<file path="src/logic/wbi_pkg.sv">
// Wishbone interconnect shared types
package wbi_pkg;

  // ----------------------------------------
  // Bus field types
  // ----------------------------------------

  // Data word on both read and write paths
  typedef logic [31:0] wb_data_t;

  // Byte address as issued by a master
  typedef logic [31:0] wb_addr_t;

  // One select bit per byte lane
  typedef logic [3:0] wb_sel_t;

  // One bit per master, bit 0 is master 0
  typedef logic [2:0] wb_mid_t;

  // Target slave id from the address decode
  typedef logic [1:0] wb_tid_t;

  // ----------------------------------------
  // Target encodings
  // ----------------------------------------

  // Serial flash memory and its register page
  localparam wb_tid_t TID_FLASH  = 2'd0;
  // UART and the other low speed peripherals
  localparam wb_tid_t TID_UART   = 2'd1;
  // Pin mux and global registers
  localparam wb_tid_t TID_PINMUX = 2'd2;

  // ----------------------------------------
  // Address pages, upper 16 address bits
  // ----------------------------------------

  // 0x0000_0000 to 0x0FFF_FFFF is flash memory and needs no page
  localparam logic [15:0] PAGE_FLASH_REG = 16'h1000;
  localparam logic [15:0] PAGE_UART      = 16'h1001;
  localparam logic [15:0] PAGE_PINMUX    = 16'h1002;

  // ----------------------------------------
  // Narrow slave address widths
  // ----------------------------------------

  // UART block decodes a 512 byte window
  localparam int UART_ADR_W   = 9;
  // Pin mux decodes a 256 byte window
  localparam int PINMUX_ADR_W = 8;

endpackage

</file>
<file path="src/logic/wbi_master_port.sv">
// Master side decode and return mux
module wbi_master_port (
  input  logic              clk_i,
  // Request from the master
  input  wbi_pkg::wb_addr_t adr_i,
  input  logic              stb_i,
  // Ack of each slave port towards this master
  input  logic [2:0]        s_ack_i,
  input  wbi_pkg::wb_data_t s0_dat_i,
  input  wbi_pkg::wb_data_t s1_dat_i,
  input  wbi_pkg::wb_data_t s2_dat_i,
  // Strobe steered to the decoded slave port
  output logic [2:0]        req_o,
  // Response back to the master
  output logic              ack_o,
  output wbi_pkg::wb_data_t dat_o
);

  wbi_pkg::wb_tid_t tid;

  // ----------------------------------------
  // Address decode
  // ----------------------------------------

  // Flash memory range and unmapped pages all fall to the flash slave
  always_comb begin
    case (adr_i[31:16])
      wbi_pkg::PAGE_FLASH_REG: tid = wbi_pkg::TID_FLASH;
      wbi_pkg::PAGE_UART:      tid = wbi_pkg::TID_UART;
      wbi_pkg::PAGE_PINMUX:    tid = wbi_pkg::TID_PINMUX;
      default:                 tid = wbi_pkg::TID_FLASH;
    endcase
  end

  // ----------------------------------------
  // Request steer and response select
  // ----------------------------------------

  always_comb begin
    req_o = 3'b000;
    case (tid)
      wbi_pkg::TID_UART: begin
        // Peripheral page
        req_o[1] = stb_i;
        ack_o    = s_ack_i[1];
        dat_o    = s1_dat_i;
      end
      wbi_pkg::TID_PINMUX: begin
        req_o[2] = stb_i;
        ack_o    = s_ack_i[2];
        dat_o    = s2_dat_i;
      end
      default: begin
        // Flash memory, flash registers and anything unmapped
        req_o[0] = stb_i;
        ack_o    = s_ack_i[0];
        dat_o    = s0_dat_i;
      end
    endcase
  end

  // At most one slave port may see this master at a time
  a_req_onehot: assert property (@(posedge clk_i) $onehot0(req_o))
    else $error("master request steered to more than one slave");

endmodule

</file>
<file path="src/logic/wbi_rr_arbiter.sv">
// Round robin slave port arbiter
module wbi_rr_arbiter (
  input  logic             clk_i,
  input  logic             reset_i,
  // Strobe of each master aimed at this slave
  input  wbi_pkg::wb_mid_t req_i,
  // Bus cycle of each master
  input  wbi_pkg::wb_mid_t cyc_i,
  output wbi_pkg::wb_mid_t gnt_o,
  output logic             busy_o
);

  typedef enum logic {
    ARB_IDLE,
    ARB_BUSY
  } arb_state_t;

  arb_state_t       state_q;
  wbi_pkg::wb_mid_t gnt_q;
  wbi_pkg::wb_mid_t last_q;
  wbi_pkg::wb_mid_t req_v;
  wbi_pkg::wb_mid_t nxt_gnt;
  logic             hold;

  // Strobe only counts inside a bus cycle
  assign req_v = req_i & cyc_i;
  // Owner keeps the port while its request stays up
  assign hold  = |(gnt_q & req_v);

  // ----------------------------------------
  // Next grant, rotating after last owner
  // ----------------------------------------

  always_comb begin
    nxt_gnt = 3'b000;
    case (last_q)
      3'b001: begin
        if (req_v[1]) nxt_gnt = 3'b010;
        else if (req_v[2]) nxt_gnt = 3'b100;
        else if (req_v[0]) nxt_gnt = 3'b001;
      end
      3'b010: begin
        if (req_v[2]) nxt_gnt = 3'b100;
        else if (req_v[0]) nxt_gnt = 3'b001;
        else if (req_v[1]) nxt_gnt = 3'b010;
      end
      default: begin
        // Last owner was master 2, or nobody since reset
        if (req_v[0]) nxt_gnt = 3'b001;
        else if (req_v[1]) nxt_gnt = 3'b010;
        else if (req_v[2]) nxt_gnt = 3'b100;
      end
    endcase
  end

  // ----------------------------------------
  // Grant FSM
  // ----------------------------------------

  always_ff @(posedge clk_i) begin
    if (reset_i) begin
      state_q <= ARB_IDLE;
      gnt_q   <= 3'b000;
      // Master 0 wins first after reset
      last_q  <= 3'b100;
    end else begin
      case (state_q)
        ARB_IDLE: begin
          if (|req_v) begin
            state_q <= ARB_BUSY;
            gnt_q   <= nxt_gnt;
            last_q  <= nxt_gnt;
          end
        end
        ARB_BUSY: begin
          if (!hold) begin
            // Hand over on the release edge if someone is waiting
            if (|req_v) begin
              gnt_q  <= nxt_gnt;
              last_q <= nxt_gnt;
            end else begin
              state_q <= ARB_IDLE;
              gnt_q   <= 3'b000;
            end
          end
        end
        default: state_q <= ARB_IDLE;
      endcase
    end
  end

  assign gnt_o  = gnt_q;
  assign busy_o = (state_q == ARB_BUSY);

  a_gnt_busy: assert property (@(posedge clk_i) disable iff (reset_i)
    busy_o |-> $onehot(gnt_o));
  a_gnt_idle: assert property (@(posedge clk_i) disable iff (reset_i)
    !busy_o |-> (gnt_o == 3'b000));

endmodule

</file>
<file path="src/logic/wbi_slave_port.sv">
// Slave side request mux and ack return
module wbi_slave_port (
  input  logic              clk_i,
  input  logic              reset_i,
  // Steered strobes and raw cycles, one bit per master
  input  wbi_pkg::wb_mid_t  req_i,
  input  wbi_pkg::wb_mid_t  m_cyc_i,
  // Master 0 request fields
  input  logic              m0_we_i,
  input  wbi_pkg::wb_addr_t m0_adr_i,
  input  wbi_pkg::wb_sel_t  m0_sel_i,
  input  wbi_pkg::wb_data_t m0_dat_i,
  // Master 1 request fields
  input  logic              m1_we_i,
  input  wbi_pkg::wb_addr_t m1_adr_i,
  input  wbi_pkg::wb_sel_t  m1_sel_i,
  input  wbi_pkg::wb_data_t m1_dat_i,
  // Master 2 request fields
  input  logic              m2_we_i,
  input  wbi_pkg::wb_addr_t m2_adr_i,
  input  wbi_pkg::wb_sel_t  m2_sel_i,
  input  wbi_pkg::wb_data_t m2_dat_i,
  // Slave response
  input  wbi_pkg::wb_data_t s_dat_i,
  input  logic              s_ack_i,
  // Slave request
  output logic              s_cyc_o,
  output logic              s_stb_o,
  output logic              s_we_o,
  output wbi_pkg::wb_addr_t s_adr_o,
  output wbi_pkg::wb_sel_t  s_sel_o,
  output wbi_pkg::wb_data_t s_dat_o,
  // Response towards the masters
  output wbi_pkg::wb_mid_t  m_ack_o,
  output wbi_pkg::wb_data_t m_dat_o
);

  wbi_pkg::wb_mid_t gnt;
  logic             busy;

  wbi_rr_arbiter u_arb (
    .clk_i   (clk_i),
    .reset_i (reset_i),
    .req_i   (req_i),
    .cyc_i   (m_cyc_i),
    .gnt_o   (gnt),
    .busy_o  (busy)
  );

  // ----------------------------------------
  // Granted master to slave
  // ----------------------------------------

  assign s_cyc_o = busy & |(gnt & m_cyc_i);
  // Stb follows the owner's steered strobe so it drops right after ack
  assign s_stb_o = |(gnt & req_i & m_cyc_i);

  always_comb begin
    case (gnt)
      3'b001: begin
        s_we_o  = m0_we_i;
        s_adr_o = m0_adr_i;
        s_sel_o = m0_sel_i;
        s_dat_o = m0_dat_i;
      end
      3'b010: begin
        s_we_o  = m1_we_i;
        s_adr_o = m1_adr_i;
        s_sel_o = m1_sel_i;
        s_dat_o = m1_dat_i;
      end
      3'b100: begin
        s_we_o  = m2_we_i;
        s_adr_o = m2_adr_i;
        s_sel_o = m2_sel_i;
        s_dat_o = m2_dat_i;
      end
      default: begin
        // Port idle, park the fields at zero
        s_we_o  = 1'b0;
        s_adr_o = '0;
        s_sel_o = '0;
        s_dat_o = '0;
      end
    endcase
  end

  // ----------------------------------------
  // Response return
  // ----------------------------------------

  // Only the owner sees the ack
  assign m_ack_o = gnt & {3{s_ack_i}};
  // Read data is shared, the master side picks by its own decode
  assign m_dat_o = s_dat_i;

  // Slave may only answer inside a cycle it was given
  a_ack_in_cycle: assert property (@(posedge clk_i) disable iff (reset_i)
    s_ack_i |-> s_cyc_o);

endmodule

</file>
<file path="src/logic/wb_interconnect.sv">
// Wishbone three by three interconnect
module wb_interconnect (
  input  logic                                clk_i,
  input  logic                                reset_i,
  // Master 0
  input  wbi_pkg::wb_data_t                   m0_wbd_dat_i,
  input  wbi_pkg::wb_addr_t                   m0_wbd_adr_i,
  input  wbi_pkg::wb_sel_t                    m0_wbd_sel_i,
  input  logic                                m0_wbd_we_i,
  input  logic                                m0_wbd_cyc_i,
  input  logic                                m0_wbd_stb_i,
  output wbi_pkg::wb_data_t                   m0_wbd_dat_o,
  output logic                                m0_wbd_ack_o,
  // Master 1
  input  wbi_pkg::wb_data_t                   m1_wbd_dat_i,
  input  wbi_pkg::wb_addr_t                   m1_wbd_adr_i,
  input  wbi_pkg::wb_sel_t                    m1_wbd_sel_i,
  input  logic                                m1_wbd_we_i,
  input  logic                                m1_wbd_cyc_i,
  input  logic                                m1_wbd_stb_i,
  output wbi_pkg::wb_data_t                   m1_wbd_dat_o,
  output logic                                m1_wbd_ack_o,
  // Master 2
  input  wbi_pkg::wb_data_t                   m2_wbd_dat_i,
  input  wbi_pkg::wb_addr_t                   m2_wbd_adr_i,
  input  wbi_pkg::wb_sel_t                    m2_wbd_sel_i,
  input  logic                                m2_wbd_we_i,
  input  logic                                m2_wbd_cyc_i,
  input  logic                                m2_wbd_stb_i,
  output wbi_pkg::wb_data_t                   m2_wbd_dat_o,
  output logic                                m2_wbd_ack_o,
  // Slave 0, flash memory and registers
  input  wbi_pkg::wb_data_t                   s0_wbd_dat_i,
  input  logic                                s0_wbd_ack_i,
  output wbi_pkg::wb_data_t                   s0_wbd_dat_o,
  output wbi_pkg::wb_addr_t                   s0_wbd_adr_o,
  output wbi_pkg::wb_sel_t                    s0_wbd_sel_o,
  output logic                                s0_wbd_we_o,
  output logic                                s0_wbd_cyc_o,
  output logic                                s0_wbd_stb_o,
  // Slave 1, UART and peripherals
  input  wbi_pkg::wb_data_t                   s1_wbd_dat_i,
  input  logic                                s1_wbd_ack_i,
  output wbi_pkg::wb_data_t                   s1_wbd_dat_o,
  output logic [wbi_pkg::UART_ADR_W-1:0]      s1_wbd_adr_o,
  output wbi_pkg::wb_sel_t                    s1_wbd_sel_o,
  output logic                                s1_wbd_we_o,
  output logic                                s1_wbd_cyc_o,
  output logic                                s1_wbd_stb_o,
  // Slave 2, pin mux
  input  wbi_pkg::wb_data_t                   s2_wbd_dat_i,
  input  logic                                s2_wbd_ack_i,
  output wbi_pkg::wb_data_t                   s2_wbd_dat_o,
  output logic [wbi_pkg::PINMUX_ADR_W-1:0]    s2_wbd_adr_o,
  output wbi_pkg::wb_sel_t                    s2_wbd_sel_o,
  output logic                                s2_wbd_we_o,
  output logic                                s2_wbd_cyc_o,
  output logic                                s2_wbd_stb_o
);

  // Per master strobe steered by slave index
  logic [2:0]        m0_req;
  logic [2:0]        m1_req;
  logic [2:0]        m2_req;
  // Per slave ack by master index, and read data
  wbi_pkg::wb_mid_t  s0_mack;
  wbi_pkg::wb_mid_t  s1_mack;
  wbi_pkg::wb_mid_t  s2_mack;
  wbi_pkg::wb_data_t s0_mdat;
  wbi_pkg::wb_data_t s1_mdat;
  wbi_pkg::wb_data_t s2_mdat;
  // Full width addresses before truncation
  wbi_pkg::wb_addr_t s1_adr;
  wbi_pkg::wb_addr_t s2_adr;
  wbi_pkg::wb_mid_t  m_cyc;

  assign m_cyc = {m2_wbd_cyc_i, m1_wbd_cyc_i, m0_wbd_cyc_i};

  // ----------------------------------------
  // Master ports
  // ----------------------------------------

  wbi_master_port u_m0 (
    .clk_i    (clk_i),
    .adr_i    (m0_wbd_adr_i),
    .stb_i    (m0_wbd_stb_i),
    .s_ack_i  ({s2_mack[0], s1_mack[0], s0_mack[0]}),
    .s0_dat_i (s0_mdat),
    .s1_dat_i (s1_mdat),
    .s2_dat_i (s2_mdat),
    .req_o    (m0_req),
    .ack_o    (m0_wbd_ack_o),
    .dat_o    (m0_wbd_dat_o)
  );

  wbi_master_port u_m1 (
    .clk_i    (clk_i),
    .adr_i    (m1_wbd_adr_i),
    .stb_i    (m1_wbd_stb_i),
    .s_ack_i  ({s2_mack[1], s1_mack[1], s0_mack[1]}),
    .s0_dat_i (s0_mdat),
    .s1_dat_i (s1_mdat),
    .s2_dat_i (s2_mdat),
    .req_o    (m1_req),
    .ack_o    (m1_wbd_ack_o),
    .dat_o    (m1_wbd_dat_o)
  );

  wbi_master_port u_m2 (
    .clk_i    (clk_i),
    .adr_i    (m2_wbd_adr_i),
    .stb_i    (m2_wbd_stb_i),
    .s_ack_i  ({s2_mack[2], s1_mack[2], s0_mack[2]}),
    .s0_dat_i (s0_mdat),
    .s1_dat_i (s1_mdat),
    .s2_dat_i (s2_mdat),
    .req_o    (m2_req),
    .ack_o    (m2_wbd_ack_o),
    .dat_o    (m2_wbd_dat_o)
  );

  // ----------------------------------------
  // Slave ports
  // ----------------------------------------

  wbi_slave_port u_s0 (
    .clk_i    (clk_i),
    .reset_i  (reset_i),
    .req_i    ({m2_req[0], m1_req[0], m0_req[0]}),
    .m_cyc_i  (m_cyc),
    .m0_we_i  (m0_wbd_we_i),
    .m0_adr_i (m0_wbd_adr_i),
    .m0_sel_i (m0_wbd_sel_i),
    .m0_dat_i (m0_wbd_dat_i),
    .m1_we_i  (m1_wbd_we_i),
    .m1_adr_i (m1_wbd_adr_i),
    .m1_sel_i (m1_wbd_sel_i),
    .m1_dat_i (m1_wbd_dat_i),
    .m2_we_i  (m2_wbd_we_i),
    .m2_adr_i (m2_wbd_adr_i),
    .m2_sel_i (m2_wbd_sel_i),
    .m2_dat_i (m2_wbd_dat_i),
    .s_dat_i  (s0_wbd_dat_i),
    .s_ack_i  (s0_wbd_ack_i),
    .s_cyc_o  (s0_wbd_cyc_o),
    .s_stb_o  (s0_wbd_stb_o),
    .s_we_o   (s0_wbd_we_o),
    .s_adr_o  (s0_wbd_adr_o),
    .s_sel_o  (s0_wbd_sel_o),
    .s_dat_o  (s0_wbd_dat_o),
    .m_ack_o  (s0_mack),
    .m_dat_o  (s0_mdat)
  );

  wbi_slave_port u_s1 (
    .clk_i    (clk_i),
    .reset_i  (reset_i),
    .req_i    ({m2_req[1], m1_req[1], m0_req[1]}),
    .m_cyc_i  (m_cyc),
    .m0_we_i  (m0_wbd_we_i),
    .m0_adr_i (m0_wbd_adr_i),
    .m0_sel_i (m0_wbd_sel_i),
    .m0_dat_i (m0_wbd_dat_i),
    .m1_we_i  (m1_wbd_we_i),
    .m1_adr_i (m1_wbd_adr_i),
    .m1_sel_i (m1_wbd_sel_i),
    .m1_dat_i (m1_wbd_dat_i),
    .m2_we_i  (m2_wbd_we_i),
    .m2_adr_i (m2_wbd_adr_i),
    .m2_sel_i (m2_wbd_sel_i),
    .m2_dat_i (m2_wbd_dat_i),
    .s_dat_i  (s1_wbd_dat_i),
    .s_ack_i  (s1_wbd_ack_i),
    .s_cyc_o  (s1_wbd_cyc_o),
    .s_stb_o  (s1_wbd_stb_o),
    .s_we_o   (s1_wbd_we_o),
    .s_adr_o  (s1_adr),
    .s_sel_o  (s1_wbd_sel_o),
    .s_dat_o  (s1_wbd_dat_o),
    .m_ack_o  (s1_mack),
    .m_dat_o  (s1_mdat)
  );

  wbi_slave_port u_s2 (
    .clk_i    (clk_i),
    .reset_i  (reset_i),
    .req_i    ({m2_req[2], m1_req[2], m0_req[2]}),
    .m_cyc_i  (m_cyc),
    .m0_we_i  (m0_wbd_we_i),
    .m0_adr_i (m0_wbd_adr_i),
    .m0_sel_i (m0_wbd_sel_i),
    .m0_dat_i (m0_wbd_dat_i),
    .m1_we_i  (m1_wbd_we_i),
    .m1_adr_i (m1_wbd_adr_i),
    .m1_sel_i (m1_wbd_sel_i),
    .m1_dat_i (m1_wbd_dat_i),
    .m2_we_i  (m2_wbd_we_i),
    .m2_adr_i (m2_wbd_adr_i),
    .m2_sel_i (m2_wbd_sel_i),
    .m2_dat_i (m2_wbd_dat_i),
    .s_dat_i  (s2_wbd_dat_i),
    .s_ack_i  (s2_wbd_ack_i),
    .s_cyc_o  (s2_wbd_cyc_o),
    .s_stb_o  (s2_wbd_stb_o),
    .s_we_o   (s2_wbd_we_o),
    .s_adr_o  (s2_adr),
    .s_sel_o  (s2_wbd_sel_o),
    .s_dat_o  (s2_wbd_dat_o),
    .m_ack_o  (s2_mack),
    .m_dat_o  (s2_mdat)
  );

  // Peripheral slaves decode only their low address bits
  assign s1_wbd_adr_o = s1_adr[wbi_pkg::UART_ADR_W-1:0];
  assign s2_wbd_adr_o = s2_adr[wbi_pkg::PINMUX_ADR_W-1:0];

endmodule

</file>
<file path="config.mk">
export PLATFORM = sky130hd
export DESIGN_NAME = wb_interconnect
export DESIGN_NICKNAME = d
export VERILOG_FILES = /design/src/logic/wbi_pkg.sv /design/src/logic/wbi_master_port.sv /design/src/logic/wbi_rr_arbiter.sv /design/src/logic/wbi_slave_port.sv /design/src/logic/wb_interconnect.sv
export SDC_FILE = /design/constraint.sdc
export NUM_CORES = 1
export LEC_CHECK = 0
export ABC_AREA = 1
export BUFFER_PORTS_ARGS = -buffer_cell sky130_fd_sc_hd__buf_2
export CAP_MARGIN = 10
export CORE_AREA = 4 4 220 222
export CTS_CLUSTER_DIAMETER = 60
export DETAILED_ROUTE_END_ITERATION = 12
export DIE_AREA = 0 0 224 226
export GPL_TIMING_DRIVEN = 0
export PLACE_DENSITY_LB_ADDON = 0.1
export SLEW_MARGIN = 0
export SYNTH_ARGS = -nofsm -noshare
export SYNTH_HDL_FRONTEND = slang
export SYNTH_HIERARCHICAL = 1
export SYNTH_SLANG_ARGS = --single-unit
export TNS_END_PERCENT = 100
</file>
<file path="constraint.sdc">
create_clock -name clk_i -period 2.5 [get_ports clk_i]
set_input_delay 0.5 -clock clk_i [delete_from_list [all_inputs] [get_ports clk_i]]
set_output_delay 0.5 -clock clk_i [all_outputs]
set_load 0.02 [all_outputs]
</file>
==> qor.yml, run 1 <==
critPathRequiredTime_ns: 2.00
power_density_nw_per_um2: 153
track_usage_pct: 26.3
drt-pass1-iter-count: 5
power.leakage_nw: 7.76
die_x_um: 224
worst_slew_pin_slew_ns: 0.661
worstReg2RegStart: "u_s2/u_arb/gnt_o[0]"
cts_tree: "built"
numPortBuffers: 482
drtAntennaViolNets: 0
hold_depth: 2
die_h_um: 226
drive_gt1_share_pct: 54.1
violations: "negative setup slack"
synth_nets: 2057
via_per_inst: 5.54
cts_buffers: 3
fin_nets: 2631
grt_pass1_vias: 15900
worstPathMaxFanout: 6
max_freq_ghz: 0.375
end_kind: "output pin"
finalHoldViolations: 0
die-area_um2: 50600
gp_congestion: 0.942
overflow: 0
grt_max_degree: 19
insertion_delay_ns: 0.25
hold_end: "u_s2/u_arb/last_q[0]"
wl_per_cell_um: 25.1
drc: 0
drv_cap: 0
routed_wirelength_mm: 73.4
worst-setup-path-type: "input port to output pin"
period_share_pct: 107
antenna_found_initial: 9
fill_cells: 5066
rsz0062_at_grt: "true"
synth.avg_cell_area_um2: 5.48
syn_inst: 1737
setup-tns-final_ns: -5.82
std_cell_rows: 79
cts_sinks: 21
layout_min_cycle_time_ns: 2.67
cts-htree-levels: 1
setup_viol: 77
cp-start-kind: "input port"
ff2ff_path_depth: 5
status: "complete, but fails checks"
synth_warnings: 6
relSlewSlack_pct: 55.9
clkTransAtPathRegs_ns: 0.06
start_util_pct: 20.5
rrSetupSlack_ns: 1.34
hold_path_class: "register to register"
final_util_pct: 36.9
holdBufCountCts: 0
r2r_end: "u_s2/u_arb/last_q[2]"
arrival_ns: 2.17
setup_slack_ns: -0.166
io_pins: 579
grt_first_pass_wirelength_mm: 104
slew_violations: 0
dp_hpwl_mm: 55.7
core-area_um2: 46400
skew_ns: 0.00362
clockBufferDepth: 2
vias: 16200
cts_root_buf: "clkbuf_16"
synthToLayoutAreaGrowth_pct: 79.7
ir_worst_vdd_v: 0.000190
min_from: "u_s2/u_arb/last_q[0]"
drt_iter0_markers: 1540
syn_area_um2: 9520
[metrics by stage]
| stage | hold WS, ns | worst slack (ns) | power [W] | area [um^2] | cells |
|---|---|---|---|---|---|
| after detailed placement | 0.486 | -0.573 | 0.00192 | 12700 | 2826 |
| after CTS | 0.495 | -0.193 | 0.00247 | 15700 | 2905 |
| final | 0.494 | -0.166 | 0.00262 | 17100 | 2925 |
| after floorplan | 0.463 | 0.197 | 0.00116 | 9520 | 1737 |
| after global placement | 0.483 | -0.589 | 0.00192 | 12700 | 2826 |
| after global routing | 0.518 | -0.234 | 0.00275 | 17100 | 2925 |
[worst max path at each step]
stage	startpoint	endpoint	slack, ns	depth (start not counted)
floorplan	m0_wbd_adr_i[31]	m0_wbd_dat_o[0]	0.20	10
global placement	m1_wbd_adr_i[31]	m1_wbd_dat_o[18]	-0.59	12
detailed placement	m1_wbd_adr_i[31]	m1_wbd_dat_o[18]	-0.57	12
CTS	m1_wbd_adr_i[24]	m1_wbd_dat_o[26]	-0.19	12
global route	m1_wbd_adr_i[19]	m1_wbd_dat_o[20]	-0.23	14
finish	m1_wbd_adr_i[30]	m1_wbd_dat_o[4]	-0.17	13
[flip-flops by register name, indices dropped and copies added (netlist names)]
register and count:
u_s0/u_arb/busy_o 1, u_s0/u_arb/gnt_o 3, u_s0/u_arb/last_q 3, u_s1/u_arb/busy_o 1
u_s1/u_arb/gnt_o 3, u_s1/u_arb/last_q 3, u_s2/u_arb/busy_o 1, u_s2/u_arb/gnt_o 3
u_s2/u_arb/last_q 3
[area by class of cell]
| cell class | instances | area (um^2) | area share, % |
|---|---|---|---|
| Inverter | 93 | 438 | 2.56 |
| Sequential cell | 21 | 420 | 2.46 |
| Timing Repair Buffer | 579 | 4570 | 26.7 |
| Multi-Input combinational cell | 1312 | 8680 | 50.7 |
| Clock buffer | 4 | 78.8 | 0.461 |
| Antenna cell | 8 | 20.0 | 0.117 |
| Buffer | 301 | 2150 | 12.6 |
| Tap cell | 607 | 759 | 4.44 |
[per-layer routing]
layer / vias up / track usage [%] / share of wire, %
met2: 985 / 46.5 / 49
met5: - / 0 / 0
li1: 7270 / - / -
met3: 136 / 3.59 / 7.4
met4: 0 / 7.50 / 3.4
met1: 7811 / 33.4 / 40
[repair_timing]
action,CTS,global route
gates resized for setup,545,382
cloned,21,2
setup buffers,58,35
pin swaps,77,81
setup endpoints to repair,114,154
[power breakdown]
group / internal [W] / switching [W] / total (W)
clock network: 0.000217 / 0.000121 / 0.000339
logic: 0.000742 / 0.00119 / 0.00193
registers: 0.000343 / 0.00000822 / 0.000351
total: 0.00130 / 0.00132 / 0.00262
[placed cells by master (no fill, tap or decap), drive strengths merged]
master / n
nor2: 156
nand2: 228
clkbuf: 71
clkinv: 3
diode: 8
buf: 813
a21oi: 213
inv: 90
o21ai: 3
ha: 6
nand4: 323
nand3b: 3
nand3: 380
dfxtp: 21
[worst max-delay path: stages]
cell and delay, ns:
buf_8 0.10, inv_1 0.06, nand2_2 0.06, nor2_4 0.13
nand2_4 0.09, nor2_4 0.15, ha_4 0.22, buf_12 0.15
buf_4 0.15, clkbuf_16 0.15, a21oi_2 0.16, a21oi_4 0.08
buf_6 0.14
Note: power is estimated with default switching activity, not from simulation.
==> inputs of run 2 (changes only) <==
--- a/config.mk
+++ b/config.mk
@@ -10,6 +10,7 @@
 export CAP_MARGIN = 10
 export CORE_AREA = 4 4 220 222
 export CTS_CLUSTER_DIAMETER = 60
+export CTS_CLUSTER_SIZE = 24
 export DETAILED_ROUTE_END_ITERATION = 12
 export DIE_AREA = 0 0 224 226
 export GPL_TIMING_DRIVEN = 0
@@ -19,4 +20,4 @@
 export SYNTH_HDL_FRONTEND = slang
 export SYNTH_HIERARCHICAL = 1
 export SYNTH_SLANG_ARGS = --single-unit
-export TNS_END_PERCENT = 100
+export TNS_END_PERCENT = 30
==> constraint.sdc (replaced) <==
create_clock -name clk_i -period 2.5 [get_ports clk_i]
set_input_delay 0.25 -clock clk_i [delete_from_list [all_inputs] [get_ports clk_i]]
set_output_delay 0.25 -clock clk_i [all_outputs]
set_load 0.02 [all_outputs]
==> qor.yml, run 2 (synthesis results as in run 1) <==
cts_buffers: 3  # unchanged
p_seq_share_pct: 15.5  # +2.1 points
hold_slack_ns: 0.391  # -0.103 ns
fin_nets: 2544  # -3.3%
grt_first_pass_wirelength_mm: 98.7  # -4.8%
status: "finished, final reports clean"
wl_per_cell_um: 24.3  # -3.2%
power_density_nw_per_um2: 177  # +15%
io_pins: 579  # unchanged
via_per_inst: 5.47  # -1.2%
dpl_cell_area_um2: 12700  # unchanged
vias: 15500  # -4.1%
insertion_delay_ns: 0.25  # about the same
cts_tree: "built"
finalInstanceArea_um2: 12800  # -25%
rrSetupSlack_ns: 1.38  # +0.04 ns
drt_iter0_markers: 1615  # +4.9%
end_kind: "output pin"
track_usage_pct: 25.0  # -1.3 points
slew_violations: 0  # unchanged
holdBufCountCts: 0  # unchanged
clockBufferDepth: 2  # unchanged
setup-tns-final_ns: 0  # +5.82 ns
routed_wirelength_mm: 68.9  # -6.1%
rsz0062_at_grt: "false"
arrival_ns: 2.12  # -0.05 ns
numPortBuffers: 482  # unchanged
die_h_um: 226  # unchanged
cp-start-kind: "register"
worstPathMaxFanout: 10  # +4
gp_congestion: 0.942  # unchanged
drv_cap: 0  # unchanged
cp-startpoint: "u_s0/u_arb/gnt_o[1]"
setup_viol: 0  # -100%
min_from: "reset_i"
final_cell_mix: "buf_2 (564), nand3_1 (377), nand4_1 (323)"
std_cell_rows: 79  # unchanged
setup_slack_ns: 0.130  # +0.296 ns
cts_sinks: 21  # unchanged
cts-htree-levels: 1  # unchanged
finalHoldViolations: 0  # unchanged
fill_cells: 5494  # +8.4%
relSlewSlack_pct: 45.9  # -10 points
start_util_pct: 20.5  # unchanged
drtAntennaViolNets: 0  # unchanged
die-area_um2: 50600  # unchanged
drt-pass1-iter-count: 8  # +3
r2r_end: "u_s1/u_arb/gnt_o[0]"
hold_path_class: "input port to register"
worst-setup-path-type: "register to output pin"
dp_hpwl_mm: 55.7  # unchanged
synthToLayoutAreaGrowth_pct: 34.6
ir_worst_vdd_v: 0.000189  # -0.84%
clkTransAtPathRegs_ns: 0.06  # about the same
power.leakage_nw: 6.48  # -17%
pwr-share-comb_pct: 69.6  # -4.1 points
critPathRequiredTime_ns: 2.25  # +0.25 ns
seqCellArea_um2: 420  # unchanged
max_freq_ghz: 0.422  # +12%
crit_path_end: "s0_wbd_adr_o[12]"
core-area_um2: 46400  # unchanged
intPower_w: 0.00109  # -17%
layout_commonest_cell: "buf_2"
swShare_pct: 52.0  # +1.7 points
cts_root_buf: "clkbuf_16"
drc: 0  # unchanged
worstReg2RegStart: "u_s1/u_arb/gnt_o[0]"
grt_pass1_vias: 14900  # -5.8%
period_share_pct: 94.8  # -12 points
overflow: 0  # unchanged
power_w: 0.00227  # -14%
layout_min_cycle_time_ns: 2.37  # -0.296 ns
drive_gt1_share_pct: 35.3  # -19 points
multi_input_area_um2: 6710  # -23%
grt_max_degree: 19  # unchanged
worst_slew_pin_slew_ns: 0.811  # +0.150 ns
antenna_found_initial: 10  # +1
ff2ff_path_depth: 5  # unchanged
skew_ns: 0.00382  # +0.000199 ns
preCtsSetupSlack_ns: -0.0728  # +0.500 ns
die_x_um: 224  # unchanged
power_frac_clock_pct: 14.9  # +2.0 points
switching_power_w: 0.00118  # -11%
[run 2: cell types whose count changed in the layout (fill, tap and decap cells not counted), moves of 34 or more]
cell     previous run  this run
buf_12             42         0
buf_2             426       564
buf_4             182       126
nor2_1             25       147
nand2_1           187       221
a21oi_2           143        25
buf_6             120        25
a21oi_4            37         0
nor2_4            105         4
a21oi_1            33       188
[run 2: timing repair]
action	4_1_cts	5_1_grt
resized for setup	1	7
buffers inserted	0	0
pin swaps	0	1
endpoints found under the setup margin	1	5
[run 2: how the worst min path moves through the flow]
stage               slack, ns                    to  cells after the start
floorplan                0.31   u_s0/u_arb/gnt_o[2]                      1
global placement         0.48  u_s2/u_arb/last_q[0]                      2
detailed placement       0.49  u_s2/u_arb/last_q[0]                      2
CTS                      0.40   u_s1/u_arb/gnt_o[2]                      2
global route             0.42   u_s1/u_arb/gnt_o[2]                      2
finish                   0.39   u_s1/u_arb/gnt_o[2]                      2
[run 2: final cells by class]
type / instances / area share [%]
Antenna cell: 10 / 0.195
Sequential cell: 21 / 3.28
Clock buffer: 4 / 0.615
Timing Repair Buffer: 482 / 18.8
Inverter: 93 / 2.96
Multi-Input combinational cell: 1312 / 52.4
Buffer: 311 / 15.9
Tap cell: 607 / 5.92
[run 2: per-stage QoR]
stage | std cells | utilization [%]
after floorplan | 1737 | -
after global placement | 2826 | 27.4
after detailed placement | 2826 | 27.4
after CTS | 2830 | 27.6
after global routing | 2839 | 27.6
final | 2840 | 27.7
[run 2: routing by layer]
metal	GRT usage, %	up-vias	share of wire [%]
met1	32.4	7441	41
li1	-	7083	-
met2	44.1	930	49
met3	3.37	89	8.0
met4	5.87	0	2.5
met5	0	-	0
[run 2: power by group through the flow]
stage	combinational [W]	sequential, W	clock [W]
2_1_floorplan	0.000807	0.000356	0
3_3_place_gp	0.00157	0.000358	0
3_5_place_dp	0.00157	0.000358	0
4_1_cts	0.00157	0.000351	0.000345
5_1_grt	0.00168	0.000352	0.000364
6_report	0.00158	0.000351	0.000337
[run 2: worst max-delay path, cell delays in order (launching register included)]
cell and delay, ns:
dfxtp_1 0.39, buf_4 0.26, buf_1 0.64, nand4_1 0.17
nand3_1 0.20, buf_2 0.21
